`src/trdb_isa_pkg.sv`:
```
// ####################
// RV32 encodings needed to spot branches and discontinuities
// compressed instructions are not covered
// ####################
package trdb_isa_pkg;

    // major opcodes
    localparam logic [6:0] OPCODE_BRANCH = 7'b1100011;
    localparam logic [6:0] OPCODE_JALR   = 7'b1100111;
    localparam logic [6:0] OPCODE_SYSTEM = 7'b1110011;

    // jalr has a single legal funct3
    localparam logic [2:0] FUNCT3_JALR   = 3'b000;

    // trap returns, full words
    localparam logic [31:0] INST_MRET    = 32'h30200073;
    localparam logic [31:0] INST_SRET    = 32'h10200073;

endpackage

```
`src/trdb_pkg.sv`:
```
// ####################
// shared widths, packet encodings and stage records of the trace encoder
// payload lengths are whole bytes, rounded up from the packed bit count
// ####################
package trdb_pkg;

    // core interface widths
    localparam int unsigned PC_LEN           = 32;
    localparam int unsigned INST_LEN         = 32;
    localparam int unsigned PRIV_LEN         = 2;
    localparam int unsigned CAUSE_LEN        = 5;

    // branch map sizing, count must reach BRANCH_MAP_LEN
    localparam int unsigned BRANCH_MAP_LEN   = 31;
    localparam int unsigned BRANCH_COUNT_LEN = 5;

    // packet output widths
    localparam int unsigned PAYLOAD_LEN      = 80;
    localparam int unsigned P_LEN            = 4;
    localparam int unsigned PTYPE_LEN        = 2;

    // packet format field
    typedef enum logic [PTYPE_LEN-1:0] {
        F_ADDR_BRANCH = 2'h1,
        F_ADDR_ONLY   = 2'h2,
        F_SYNC        = 2'h3
    } trdb_format_e;

    // subformat of format 3
    typedef enum logic [1:0] {
        SF_START     = 2'h0,
        SF_EXCEPTION = 2'h1
    } trdb_f_sync_subformat_e;

    // one retired instruction as seen by the encoder
    typedef struct packed {
        logic                valid;
        logic                qualified;
        logic [PC_LEN-1:0]   iaddr;
        logic [INST_LEN-1:0] inst_data;
        logic [PRIV_LEN-1:0] priv;
    } inst_stage_t;

    // trap info that travels with its instruction
    typedef struct packed {
        logic                 exception;
        logic                 interrupt;
        logic [CAUSE_LEN-1:0] cause;
    } trap_stage_t;

    // byte lengths per packet kind
    localparam logic [P_LEN-1:0] LEN_SYNC      = 4'd5;
    localparam logic [P_LEN-1:0] LEN_EXC       = 4'd10;
    localparam logic [P_LEN-1:0] LEN_ADDR      = 4'd4;
    localparam logic [P_LEN-1:0] LEN_BMAP_ADDR = 4'd9;
    localparam logic [P_LEN-1:0] LEN_BMAP_FULL = 4'd5;

endpackage
```
`src/trace_debugger.sv`:
```
// ####################
// E-trace style instruction encoder, one retired instruction per strobe
// trace_enable_i qualifies each instruction, lc address doubles as epc
// ####################
`timescale 1ns/10ps

module trace_debugger
    import trdb_pkg::*;
#(
    parameter int unsigned RESYNC_MAX = 16
) (
    input  logic                   clk_i,
    input  logic                   rst_ni,
    input  logic                   inst_valid_i,
    input  logic                   trace_enable_i,
    input  logic                   exception_i,
    input  logic                   interrupt_i,
    input  logic [CAUSE_LEN-1:0]   cause_i,
    input  logic [PRIV_LEN-1:0]    priv_lvl_i,
    input  logic [INST_LEN-1:0]    inst_data_i,
    input  logic [PC_LEN-1:0]      pc_i,
    output logic                   packet_valid_o,
    output logic [PTYPE_LEN-1:0]   packet_type_o,
    output logic [P_LEN-1:0]       packet_length_o,
    output logic [PAYLOAD_LEN-1:0] packet_payload_o
);

    inst_stage_t                 inst_in;
    trap_stage_t                 trap_in;
    inst_stage_t                 nc_inst;
    inst_stage_t                 tc_inst;
    inst_stage_t                 lc_inst;
    trap_stage_t                 lc_trap;
    logic                        tc_branch;
    logic                        tc_branch_taken;
    logic                        tc_updiscon;
    logic [BRANCH_MAP_LEN-1:0]   branch_map;
    logic [BRANCH_COUNT_LEN-1:0] branch_count;
    logic                        map_full;
    logic                        map_empty;
    logic                        map_add;
    logic                        map_flush;
    logic                        resync_due;
    logic                        resync_clear;
    logic                        emit;
    logic                        with_addr;
    trdb_format_e                packet_format;
    trdb_f_sync_subformat_e      packet_subformat;

    // input records, qualified straight from the enable level
    assign inst_in = '{valid:     inst_valid_i,
                       qualified: trace_enable_i,
                       iaddr:     pc_i,
                       inst_data: inst_data_i,
                       priv:      priv_lvl_i};
    assign trap_in = '{exception: exception_i,
                       interrupt: interrupt_i,
                       cause:     cause_i};

    trdb_stage_pipe #(
        .PAYLOAD_T(inst_stage_t)
    ) i_inst_pipe (
        .clk_i  (clk_i),
        .rst_ni (rst_ni),
        .shift_i(inst_valid_i),
        .data_i (inst_in),
        .nc_o   (nc_inst),
        .tc_o   (tc_inst),
        .lc_o   (lc_inst)
    );

    // only the lc trap record is consumed
    trdb_stage_pipe #(
        .PAYLOAD_T(trap_stage_t)
    ) i_trap_pipe (
        .clk_i  (clk_i),
        .rst_ni (rst_ni),
        .shift_i(inst_valid_i),
        .data_i (trap_in),
        .nc_o   (),
        .tc_o   (),
        .lc_o   (lc_trap)
    );

    trdb_itype_detector i_itype_detector (
        .tc_inst_data_i(tc_inst.inst_data),
        .tc_iaddr_i    (tc_inst.iaddr),
        .nc_iaddr_i    (nc_inst.iaddr),
        .branch_o      (tc_branch),
        .branch_taken_o(tc_branch_taken),
        .updiscon_o    (tc_updiscon)
    );

    trdb_branch_map i_branch_map (
        .clk_i  (clk_i),
        .rst_ni (rst_ni),
        .add_i  (map_add),
        .taken_i(tc_branch_taken),
        .flush_i(map_flush),
        .map_o  (branch_map),
        .count_o(branch_count),
        .full_o (map_full),
        .empty_o(map_empty)
    );

    trdb_resync_counter #(
        .RESYNC_MAX(RESYNC_MAX)
    ) i_resync_counter (
        .clk_i           (clk_i),
        .rst_ni          (rst_ni),
        .packet_emitted_i(packet_valid_o),
        .clear_i         (resync_clear),
        .resync_due_o    (resync_due)
    );

    trdb_priority i_priority (
        .clk_i         (clk_i),
        .rst_ni        (rst_ni),
        .shift_i       (inst_valid_i),
        .tc_inst_i     (tc_inst),
        .lc_inst_i     (lc_inst),
        .lc_trap_i     (lc_trap),
        .tc_branch_i   (tc_branch),
        .tc_updiscon_i (tc_updiscon),
        .map_full_i    (map_full),
        .map_empty_i   (map_empty),
        .resync_due_i  (resync_due),
        .emit_o        (emit),
        .format_o      (packet_format),
        .subformat_o   (packet_subformat),
        .with_addr_o   (with_addr),
        .map_add_o     (map_add),
        .map_flush_o   (map_flush),
        .resync_clear_o(resync_clear)
    );

    trdb_packet_emitter i_packet_emitter (
        .clk_i           (clk_i),
        .rst_ni          (rst_ni),
        .emit_i          (emit),
        .with_addr_i     (with_addr),
        .format_i        (packet_format),
        .subformat_i     (packet_subformat),
        .tc_inst_i       (tc_inst),
        .lc_inst_i       (lc_inst),
        .lc_trap_i       (lc_trap),
        .map_i           (branch_map),
        .count_i         (branch_count),
        .packet_valid_o  (packet_valid_o),
        .packet_type_o   (packet_type_o),
        .packet_length_o (packet_length_o),
        .packet_payload_o(packet_payload_o)
    );

endmodule

```
`src/trdb_packet_emitter.sv`:
```
// ####################
// packs and registers one packet per emit_i, LSB first, unused bits zero
// packet_valid_o is a one-cycle strobe, no back-pressure
// ####################
`timescale 1ns/10ps

module trdb_packet_emitter
    import trdb_pkg::*;
(
    input  logic                        clk_i,
    input  logic                        rst_ni,
    input  logic                        emit_i,
    input  logic                        with_addr_i,
    input  trdb_format_e                format_i,
    input  trdb_f_sync_subformat_e      subformat_i,
    input  inst_stage_t                 tc_inst_i,
    input  inst_stage_t                 lc_inst_i,
    input  trap_stage_t                 lc_trap_i,
    input  logic [BRANCH_MAP_LEN-1:0]   map_i,
    input  logic [BRANCH_COUNT_LEN-1:0] count_i,
    output logic                        packet_valid_o,
    output logic [PTYPE_LEN-1:0]        packet_type_o,
    output logic [P_LEN-1:0]            packet_length_o,
    output logic [PAYLOAD_LEN-1:0]      packet_payload_o
);

    logic [PAYLOAD_LEN-1:0] payload_d;
    logic [P_LEN-1:0]       length_d;

    always_comb begin
        payload_d = '0;
        length_d  = '0;
        case (format_i)
            F_SYNC: begin
                if (subformat_i == SF_EXCEPTION) begin
                    // trapping address from lc, handler from tc
                    payload_d = PAYLOAD_LEN'({tc_inst_i.iaddr, lc_inst_i.iaddr,
                                              lc_trap_i.cause, lc_trap_i.interrupt,
                                              tc_inst_i.priv, subformat_i});
                    length_d  = LEN_EXC;
                end else begin
                    payload_d = PAYLOAD_LEN'({tc_inst_i.iaddr, tc_inst_i.priv, subformat_i});
                    length_d  = LEN_SYNC;
                end
            end
            F_ADDR_ONLY: begin
                payload_d = PAYLOAD_LEN'(tc_inst_i.iaddr);
                length_d  = LEN_ADDR;
            end
            F_ADDR_BRANCH: begin
                if (with_addr_i) begin
                    payload_d = PAYLOAD_LEN'({tc_inst_i.iaddr, map_i, count_i});
                    length_d  = LEN_BMAP_ADDR;
                end else begin
                    payload_d = PAYLOAD_LEN'({map_i, count_i});
                    length_d  = LEN_BMAP_FULL;
                end
            end
            default: begin
                payload_d = '0;
                length_d  = '0;
            end
        endcase
    end

    // outputs hold the last packet between strobes
    always_ff @(posedge clk_i, negedge rst_ni) begin
        if (!rst_ni) begin
            packet_valid_o   <= 1'b0;
            packet_type_o    <= '0;
            packet_length_o  <= '0;
            packet_payload_o <= '0;
        end else begin
            packet_valid_o <= emit_i;
            if (emit_i) begin
                packet_type_o    <= format_i;
                packet_length_o  <= length_d;
                packet_payload_o <= payload_d;
            end
        end
    end

endmodule

```
`src/trdb_priority.sv`:
```
// ####################
// packet decision for the tc instruction, one cycle after each shift
// first matching rule wins, only qualified valid tc emits
// ####################
`timescale 1ns/10ps

module trdb_priority
    import trdb_pkg::*;
(
    input  logic                   clk_i,
    input  logic                   rst_ni,
    input  logic                   shift_i,
    input  inst_stage_t            tc_inst_i,
    input  inst_stage_t            lc_inst_i,
    input  trap_stage_t            lc_trap_i,
    input  logic                   tc_branch_i,
    input  logic                   tc_updiscon_i,
    input  logic                   map_full_i,
    input  logic                   map_empty_i,
    input  logic                   resync_due_i,
    output logic                   emit_o,
    output trdb_format_e           format_o,
    output trdb_f_sync_subformat_e subformat_o,
    output logic                   with_addr_o,
    output logic                   map_add_o,
    output logic                   map_flush_o,
    output logic                   resync_clear_o
);

    logic decide_q;
    logic lc_updiscon_q;
    logic tc_traced;

    // tc just got its nc successor
    always_ff @(posedge clk_i, negedge rst_ni) begin
        if (!rst_ni) begin
            decide_q      <= 1'b0;
            lc_updiscon_q <= 1'b0;
        end else begin
            decide_q <= shift_i;
            // follows tc into lc
            if (decide_q) begin
                lc_updiscon_q <= tc_updiscon_i && tc_traced;
            end
        end
    end

    assign tc_traced = tc_inst_i.valid && tc_inst_i.qualified;

    always_comb begin
        emit_o      = 1'b0;
        format_o    = F_SYNC;
        subformat_o = SF_START;
        with_addr_o = 1'b0;
        if (decide_q && tc_traced) begin
            emit_o = 1'b1;
            if (!lc_inst_i.qualified) begin
                // first traced instruction, start sync
                subformat_o = SF_START;
            end else if (lc_trap_i.exception) begin
                // tc is the handler entry
                subformat_o = SF_EXCEPTION;
            end else if (lc_updiscon_q && map_empty_i) begin
                format_o = F_ADDR_ONLY;
            end else if (lc_updiscon_q) begin
                format_o    = F_ADDR_BRANCH;
                with_addr_o = 1'b1;
            end else if (resync_due_i) begin
                subformat_o = SF_START;
            end else if (map_full_i) begin
                // map drained, no address
                format_o = F_ADDR_BRANCH;
            end else begin
                emit_o = 1'b0;
            end
        end
    end

    // tc outcome goes in after any flush
    assign map_add_o      = decide_q && tc_traced && tc_branch_i;
    // format 2 only fires on an empty map
    assign map_flush_o    = emit_o && (format_o != F_ADDR_ONLY);
    assign resync_clear_o = emit_o && (format_o == F_SYNC);

endmodule

```
`src/trdb_resync_counter.sv`:
```
// ####################
// counts emitted packets up to RESYNC_MAX, clear wins over increment
// ####################
`timescale 1ns/10ps

module trdb_resync_counter #(
    parameter int unsigned RESYNC_MAX = 16
) (
    input  logic clk_i,
    input  logic rst_ni,
    input  logic packet_emitted_i,
    input  logic clear_i,
    output logic resync_due_o
);

    localparam int unsigned CNT_LEN = $clog2(RESYNC_MAX + 1);

    logic [CNT_LEN-1:0] count_q;

    always_ff @(posedge clk_i, negedge rst_ni) begin
        if (!rst_ni) begin
            count_q <= '0;
        end else if (clear_i) begin
            count_q <= '0;
        end else if (packet_emitted_i && !resync_due_o) begin
            // saturates once due
            count_q <= count_q + 1'b1;
        end
    end

    assign resync_due_o = (count_q == CNT_LEN'(RESYNC_MAX));

endmodule

```
`src/trdb_branch_map.sv`:
```
// ####################
// branch outcome map, 1 means not taken
// caller must flush before adding to a full map
// ####################
`timescale 1ns/10ps

module trdb_branch_map
    import trdb_pkg::*;
(
    input  logic                        clk_i,
    input  logic                        rst_ni,
    input  logic                        add_i,
    input  logic                        taken_i,
    input  logic                        flush_i,
    output logic [BRANCH_MAP_LEN-1:0]   map_o,
    output logic [BRANCH_COUNT_LEN-1:0] count_o,
    output logic                        full_o,
    output logic                        empty_o
);

    always_ff @(posedge clk_i, negedge rst_ni) begin
        if (!rst_ni) begin
            map_o   <= '0;
            count_o <= '0;
        end else if (flush_i) begin
            // new outcome lands in bit 0 of the empty map
            map_o   <= BRANCH_MAP_LEN'(add_i && !taken_i);
            count_o <= BRANCH_COUNT_LEN'(add_i);
        end else if (add_i) begin
            map_o[count_o] <= !taken_i;
            count_o        <= count_o + 1'b1;
        end
    end

    assign full_o  = (count_o == BRANCH_COUNT_LEN'(BRANCH_MAP_LEN));
    assign empty_o = (count_o == '0);

endmodule

```
`src/trdb_itype_detector.sv`:
```
// ####################
// classifies the tc instruction, RV32 without compressed forms
// taken means the nc address is not the sequential one
// ####################
`timescale 1ns/10ps

module trdb_itype_detector
    import trdb_pkg::*;
    import trdb_isa_pkg::*;
(
    input  logic [INST_LEN-1:0] tc_inst_data_i,
    input  logic [PC_LEN-1:0]   tc_iaddr_i,
    input  logic [PC_LEN-1:0]   nc_iaddr_i,
    output logic                branch_o,
    output logic                branch_taken_o,
    output logic                updiscon_o
);

    logic [6:0] opcode;
    logic [2:0] funct3;
    logic       is_jalr;
    logic       is_xret;

    assign opcode = tc_inst_data_i[6:0];
    assign funct3 = tc_inst_data_i[14:12];

    // conditional branches only, jal is inferable
    assign branch_o = (opcode == OPCODE_BRANCH);

    // outcome read back from the following address
    assign branch_taken_o = branch_o && (nc_iaddr_i != tc_iaddr_i + PC_LEN'(4));

    // target comes from a register
    assign is_jalr = (opcode == OPCODE_JALR) && (funct3 == FUNCT3_JALR);

    // trap return, target from xepc
    assign is_xret = (opcode == OPCODE_SYSTEM) &&
                     ((tc_inst_data_i == INST_MRET) || (tc_inst_data_i == INST_SRET));

    assign updiscon_o = is_jalr || is_xret;

endmodule

```
`src/trdb_stage_pipe.sv`:
```
// ####################
// nc/tc/lc record pipe, advances only on shift_i
// ####################
`timescale 1ns/10ps

module trdb_stage_pipe #(
    parameter type PAYLOAD_T = logic
) (
    input  logic     clk_i,
    input  logic     rst_ni,
    input  logic     shift_i,
    input  PAYLOAD_T data_i,
    output PAYLOAD_T nc_o,
    output PAYLOAD_T tc_o,
    output PAYLOAD_T lc_o
);

    // cleared so every stage starts invalid
    always_ff @(posedge clk_i, negedge rst_ni) begin
        if (!rst_ni) begin
            nc_o <= '0;
            tc_o <= '0;
            lc_o <= '0;
        end else if (shift_i) begin
            // one step per retired instruction
            nc_o <= data_i;
            tc_o <= nc_o;
            lc_o <= tc_o;
        end
    end

endmodule

```
`config.mk`:
```
export PLATFORM = sky130hd
export DESIGN_NAME = trace_debugger
export DESIGN_NICKNAME = d
export VERILOG_FILES = /design/src/trdb_isa_pkg.sv /design/src/trdb_pkg.sv /design/src/trace_debugger.sv /design/src/trdb_packet_emitter.sv /design/src/trdb_priority.sv /design/src/trdb_resync_counter.sv /design/src/trdb_branch_map.sv /design/src/trdb_itype_detector.sv /design/src/trdb_stage_pipe.sv
export SDC_FILE = /design/constraint.sdc
export NUM_CORES = 1
export LEC_CHECK = 0
export BUFFER_PORTS_ARGS = -buffer_cell sky130_fd_sc_hd__buf_2
export CAP_MARGIN = 5
export CORE_MARGIN = 3
export CORE_UTILIZATION = 48
export CTS_CLUSTER_DIAMETER = 150
export CTS_CLUSTER_SIZE = 25
export DETAILED_ROUTE_END_ITERATION = 12
export PLACE_DENSITY = 0.67
export SLEW_MARGIN = 20
export SYNTH_ARGS = -nofsm -noshare
export SYNTH_HDL_FRONTEND = slang
export SYNTH_SLANG_ARGS = --single-unit
```
`constraint.sdc`:
```
create_clock -name clk_i -period 5.6 [get_ports clk_i]
set_input_delay 1.12 -clock clk_i [delete_from_list [all_inputs] [get_ports clk_i]]
set_output_delay 1.12 -clock clk_i [all_outputs]
set_load 0.02 [all_outputs]
```
==> results by group <==
STA
  – Max-slew violations: 0
  – Fin crit share: 66.8%
  – Min cycle time layout: 3.74 ns
  – RSZ-0062 raised after global routing: false
  – Layout Skew: 0.0196 ns
  – Setup TNS: 0 ns
  – Final hold violation count: 0
  – Setup Viol. Count Final: 0
  – Worst-margin pin slew: 1.13 ns
  – Relative slew margins: 24.8%
  – Achievable Freq: 267 MHz

Detailed routing
  – Vias per std cell: 5.98
  – WL met2: 17000 um
  – Vias post-DR: 10742
  – M1 WL: 15800 um
  – Initial DRT Pass Iterations: 7
  – Post-route ant nets: 0
  – DRC viols: 0
  – Max layer used: met5
  – Initial DRC Count: 1187
  – Met3 Wirelength: 2750 um
  – Detailed-route wire length: 36700 um
  – Routed wire per std cell: 20.4 um

Worst setup path
  – CP dominant cell by count: nor3_1
  – Critical Path AT: 4.16 ns
  – Worst r2r src: i_inst_pipe.tc_o[36]
  – Reg2Reg Depth: 8
  – Worst-path fanout max: 31
  – Worst reg2reg endpoint: i_branch_map.map_o[3]
  – CP Launch Type: flip-flop
  – Crit-path cells: ha_1 -> nand4_1 -> nor4_4 -> nand2_1 -> nor3_1 -> o211a_1 -> a21oi_1 -> nor3_1
  – WS Path Type: flip-flop to flip-flop
  – WP data required: 6.01 ns
  – Slowest cell on the critical path: o211a_1
  – R2R setup slack: 1.86 ns
  – Slowest stage delay, CP: 0.91 ns
  – CP endpoint kind: flip-flop

Floorplan
  – Initial Util: 49.0%
  – Die H: 180 um
  – DIE AREA: 0.0326 mm^2
  – Row count: 63
  – I/O Pins: 164
  – Die span in x: 180 um
  – Area of the core: 0.0298 mm^2

Pwr
  – Power Dens Cells: 347 mW/mm^2
  – Tot Pwr: 5.56 mW
  – Lkg Pwr: 7.30 nW
  – VDD IR-drop max: 0.254 mV

Global routing
  – Largest net degree at the start of global routing: 133
  – GR Util All Layers: 22.3%
  – GR Overflow Total: 0
  – Antenna violations before repair: 6
  – Vias in the first global route: 10387
  – Global-route wire length before repair: 59500 um

Yosys
  – Main area contributors after synthesis: dfrtp_1, mux2_2, nand2_1, a21oi_1, a222oi_1
  – Syn_area_per_cell: 11.0 um^2
  – Ys flop type: dfrtp_1
  – Syn Inst Count: 1328
  – Leading area contributor after synthesis: dfrtp_1
  – Share of the synthesized area in the top cell type: 53.4%
  – Number of synthesis warnings: 0
  – Number of flops mapped to enable cells by yosys: 0
  – #FFs+latches synth: 312
  – Seq/Total Area, Yosys: 53.4%
  – Yosys cell types: 68
  – Asr flop ratio synth: 100%
  – Synth Cell Area: 0.0146 mm^2

Final layout
  – Most frequent cells in the layout: dfrtp_1, mux2_2, nand2_1
  – Nets@finish: 1488
  – Layout cells sized above 1: 27.6%
  – Post-route insts no fill: 1795
  – Commonest non-fill, non-tap cell in the layout: dfrtp_1
  – Layout area overhead: 9.64%
  – Util after Layout: 53.8%
  – Fillers: 2662

Min path
  – HP Class: flip-flop to flip-flop
  – Hold_sp: i_inst_pipe.nc_o[67]
  – Hold Crit Depth: 1
  – Hold EP: i_inst_pipe.nc_o[67]

Clock network
  – Clock root cell: clkbuf_16
  – Cts hold-fix bufs: 0
  – H-tree levels: 1
  – Sink Count: 312
  – Clock Pin Slew Worst Setup and Hold Paths: 0.10 ns
  – Post-cts resize count: 0
  – Clock Tree Buf Depth: 3
  – CTS tree: built
  – Postcts setup bufs: 0
  – Cts bufs inserted: 16
  – Worst-Skew Late Latency: 0.51 ns

Placed design
  – DP HPWL: 24100 um
  – Final GP Congestion: 0.891
  – Port Buffers: 156
  – Placed Instances: 1775

Flow run
  – Max cap viols: 0

Status
  – Status: complete, no violations
-- cell usage after synthesis, types with 26 or more instances --
master and number:
dfrtp_1 312, a22oi_1 40, nor2_1 42, xor2_1 26, o21ai_0 41, mux2_2 181
nand2_1 157, clkbuf_1 79, a21oi_1 109, inv_1 45, nor3_1 35, a222oi_1 33
-- cell families (layout without fill, tap and decap cells) --
| family | count (synthesis) | in the layout | share of synthesized area, % |
|---|---|---|---|
| DFF | 312 | 312 | 53.4 |
| AOI/OAI and AO/OA | 281 | 281 | 12.9 |
| xor gates and xnor gates | 47 | 47 | 2.82 |
| and+or+nand+nor | 334 | 334 | 11.6 |
| other | 1 | 8 | 0.0257 |
| muxes | 182 | 182 | 14.0 |
| adders and majority gates | 8 | 8 | 0.685 |
| buffers and inverters | 163 | 233 | 4.61 |
-- power breakdown --
group | leakage, nW | internal (mW) | switching [mW] | total [mW]
Sequential | 3.84 | 2.63 | 0.363 | 2.99
Clock | 0.216 | 0.551 | 0.714 | 1.27
Combinational | 3.24 | 0.542 | 0.760 | 1.30
Total | 7.30 | 3.72 | 1.84 | 5.56
-- critical path, delay by kind of cell (launching register included) --
family,cells,cell delay [ns]
compound gates,2,1.05
fa+ha+maj,1,0.37
flops,1,0.79
simple gates,5,1.39
-- registers in the layout, indices dropped and copies added (netlist names) --
| name | flops |
|---|---|
| i_trap_pipe.nc_o | 7 |
| i_branch_map.map_o | 31 |
| i_packet_emitter.packet_length_o | 4 |
| i_priority.decide_q | 1 |
| i_trap_pipe.tc_o | 7 |
| i_inst_pipe.nc_o | 67 |
| i_packet_emitter.packet_payload_o | 74 |
| i_inst_pipe.lc_o | 33 |
| i_packet_emitter.packet_valid_o | 1 |
| i_resync_counter.count_q | 5 |
| i_trap_pipe.lc_o | 7 |
| i_inst_pipe.tc_o | 67 |
| i_branch_map.count_o | 5 |
| i_priority.lc_updiscon_q | 1 |
| i_packet_emitter.packet_type_o | 2 |
-- metal layers --
layer	vias to the layer above	global-route usage, %
met5	-	0
met4	10	6.66
met3	62	4.36
met2	427	35.3
met1	5332	31.5
li1	4911	-
-- how the worst max path moves through the flow --
stage	start	end	slack, ns	cells after the start
6_report	i_inst_pipe.tc_o[36]	i_branch_map.map_o[3]	1.86	8
5_1_grt	i_inst_pipe.tc_o[36]	i_branch_map.map_o[25]	1.54	8
4_1_cts	i_inst_pipe.tc_o[36]	i_branch_map.map_o[3]	1.91	8
3_5_place_dp	i_inst_pipe.tc_o[36]	i_branch_map.map_o[3]	1.93	8
3_3_place_gp	i_inst_pipe.tc_o[36]	i_branch_map.map_o[27]	2.09	8
2_1_floorplan	i_branch_map.count_o[0]	i_branch_map.map_o[12]	3.09	10
-- area by class of cell --
class	instances	area (um^2)	share of cell area (%)
timing repair buffer	170	927	5.79
antenna	2	5.00	0.0312
multi-input combinational	858	6180	38.6
tap	390	488	3.05
clock inverter	1	16.3	0.102
inverter	45	169	1.05
clock buffer	17	425	2.66
sequential	312	7810	48.7
-- stage by stage --
step,area [um^2],setup WS (ns),hold slack (ns)
after floorplan,14600,3.09,0.431
after global placement,15600,2.09,0.446
after detailed placement,15600,1.93,0.454
after CTS,16000,1.91,0.481
after global routing,16000,1.54,0.512
final,16000,1.86,0.476
Note: power is estimated with default switching activity, not from simulation.
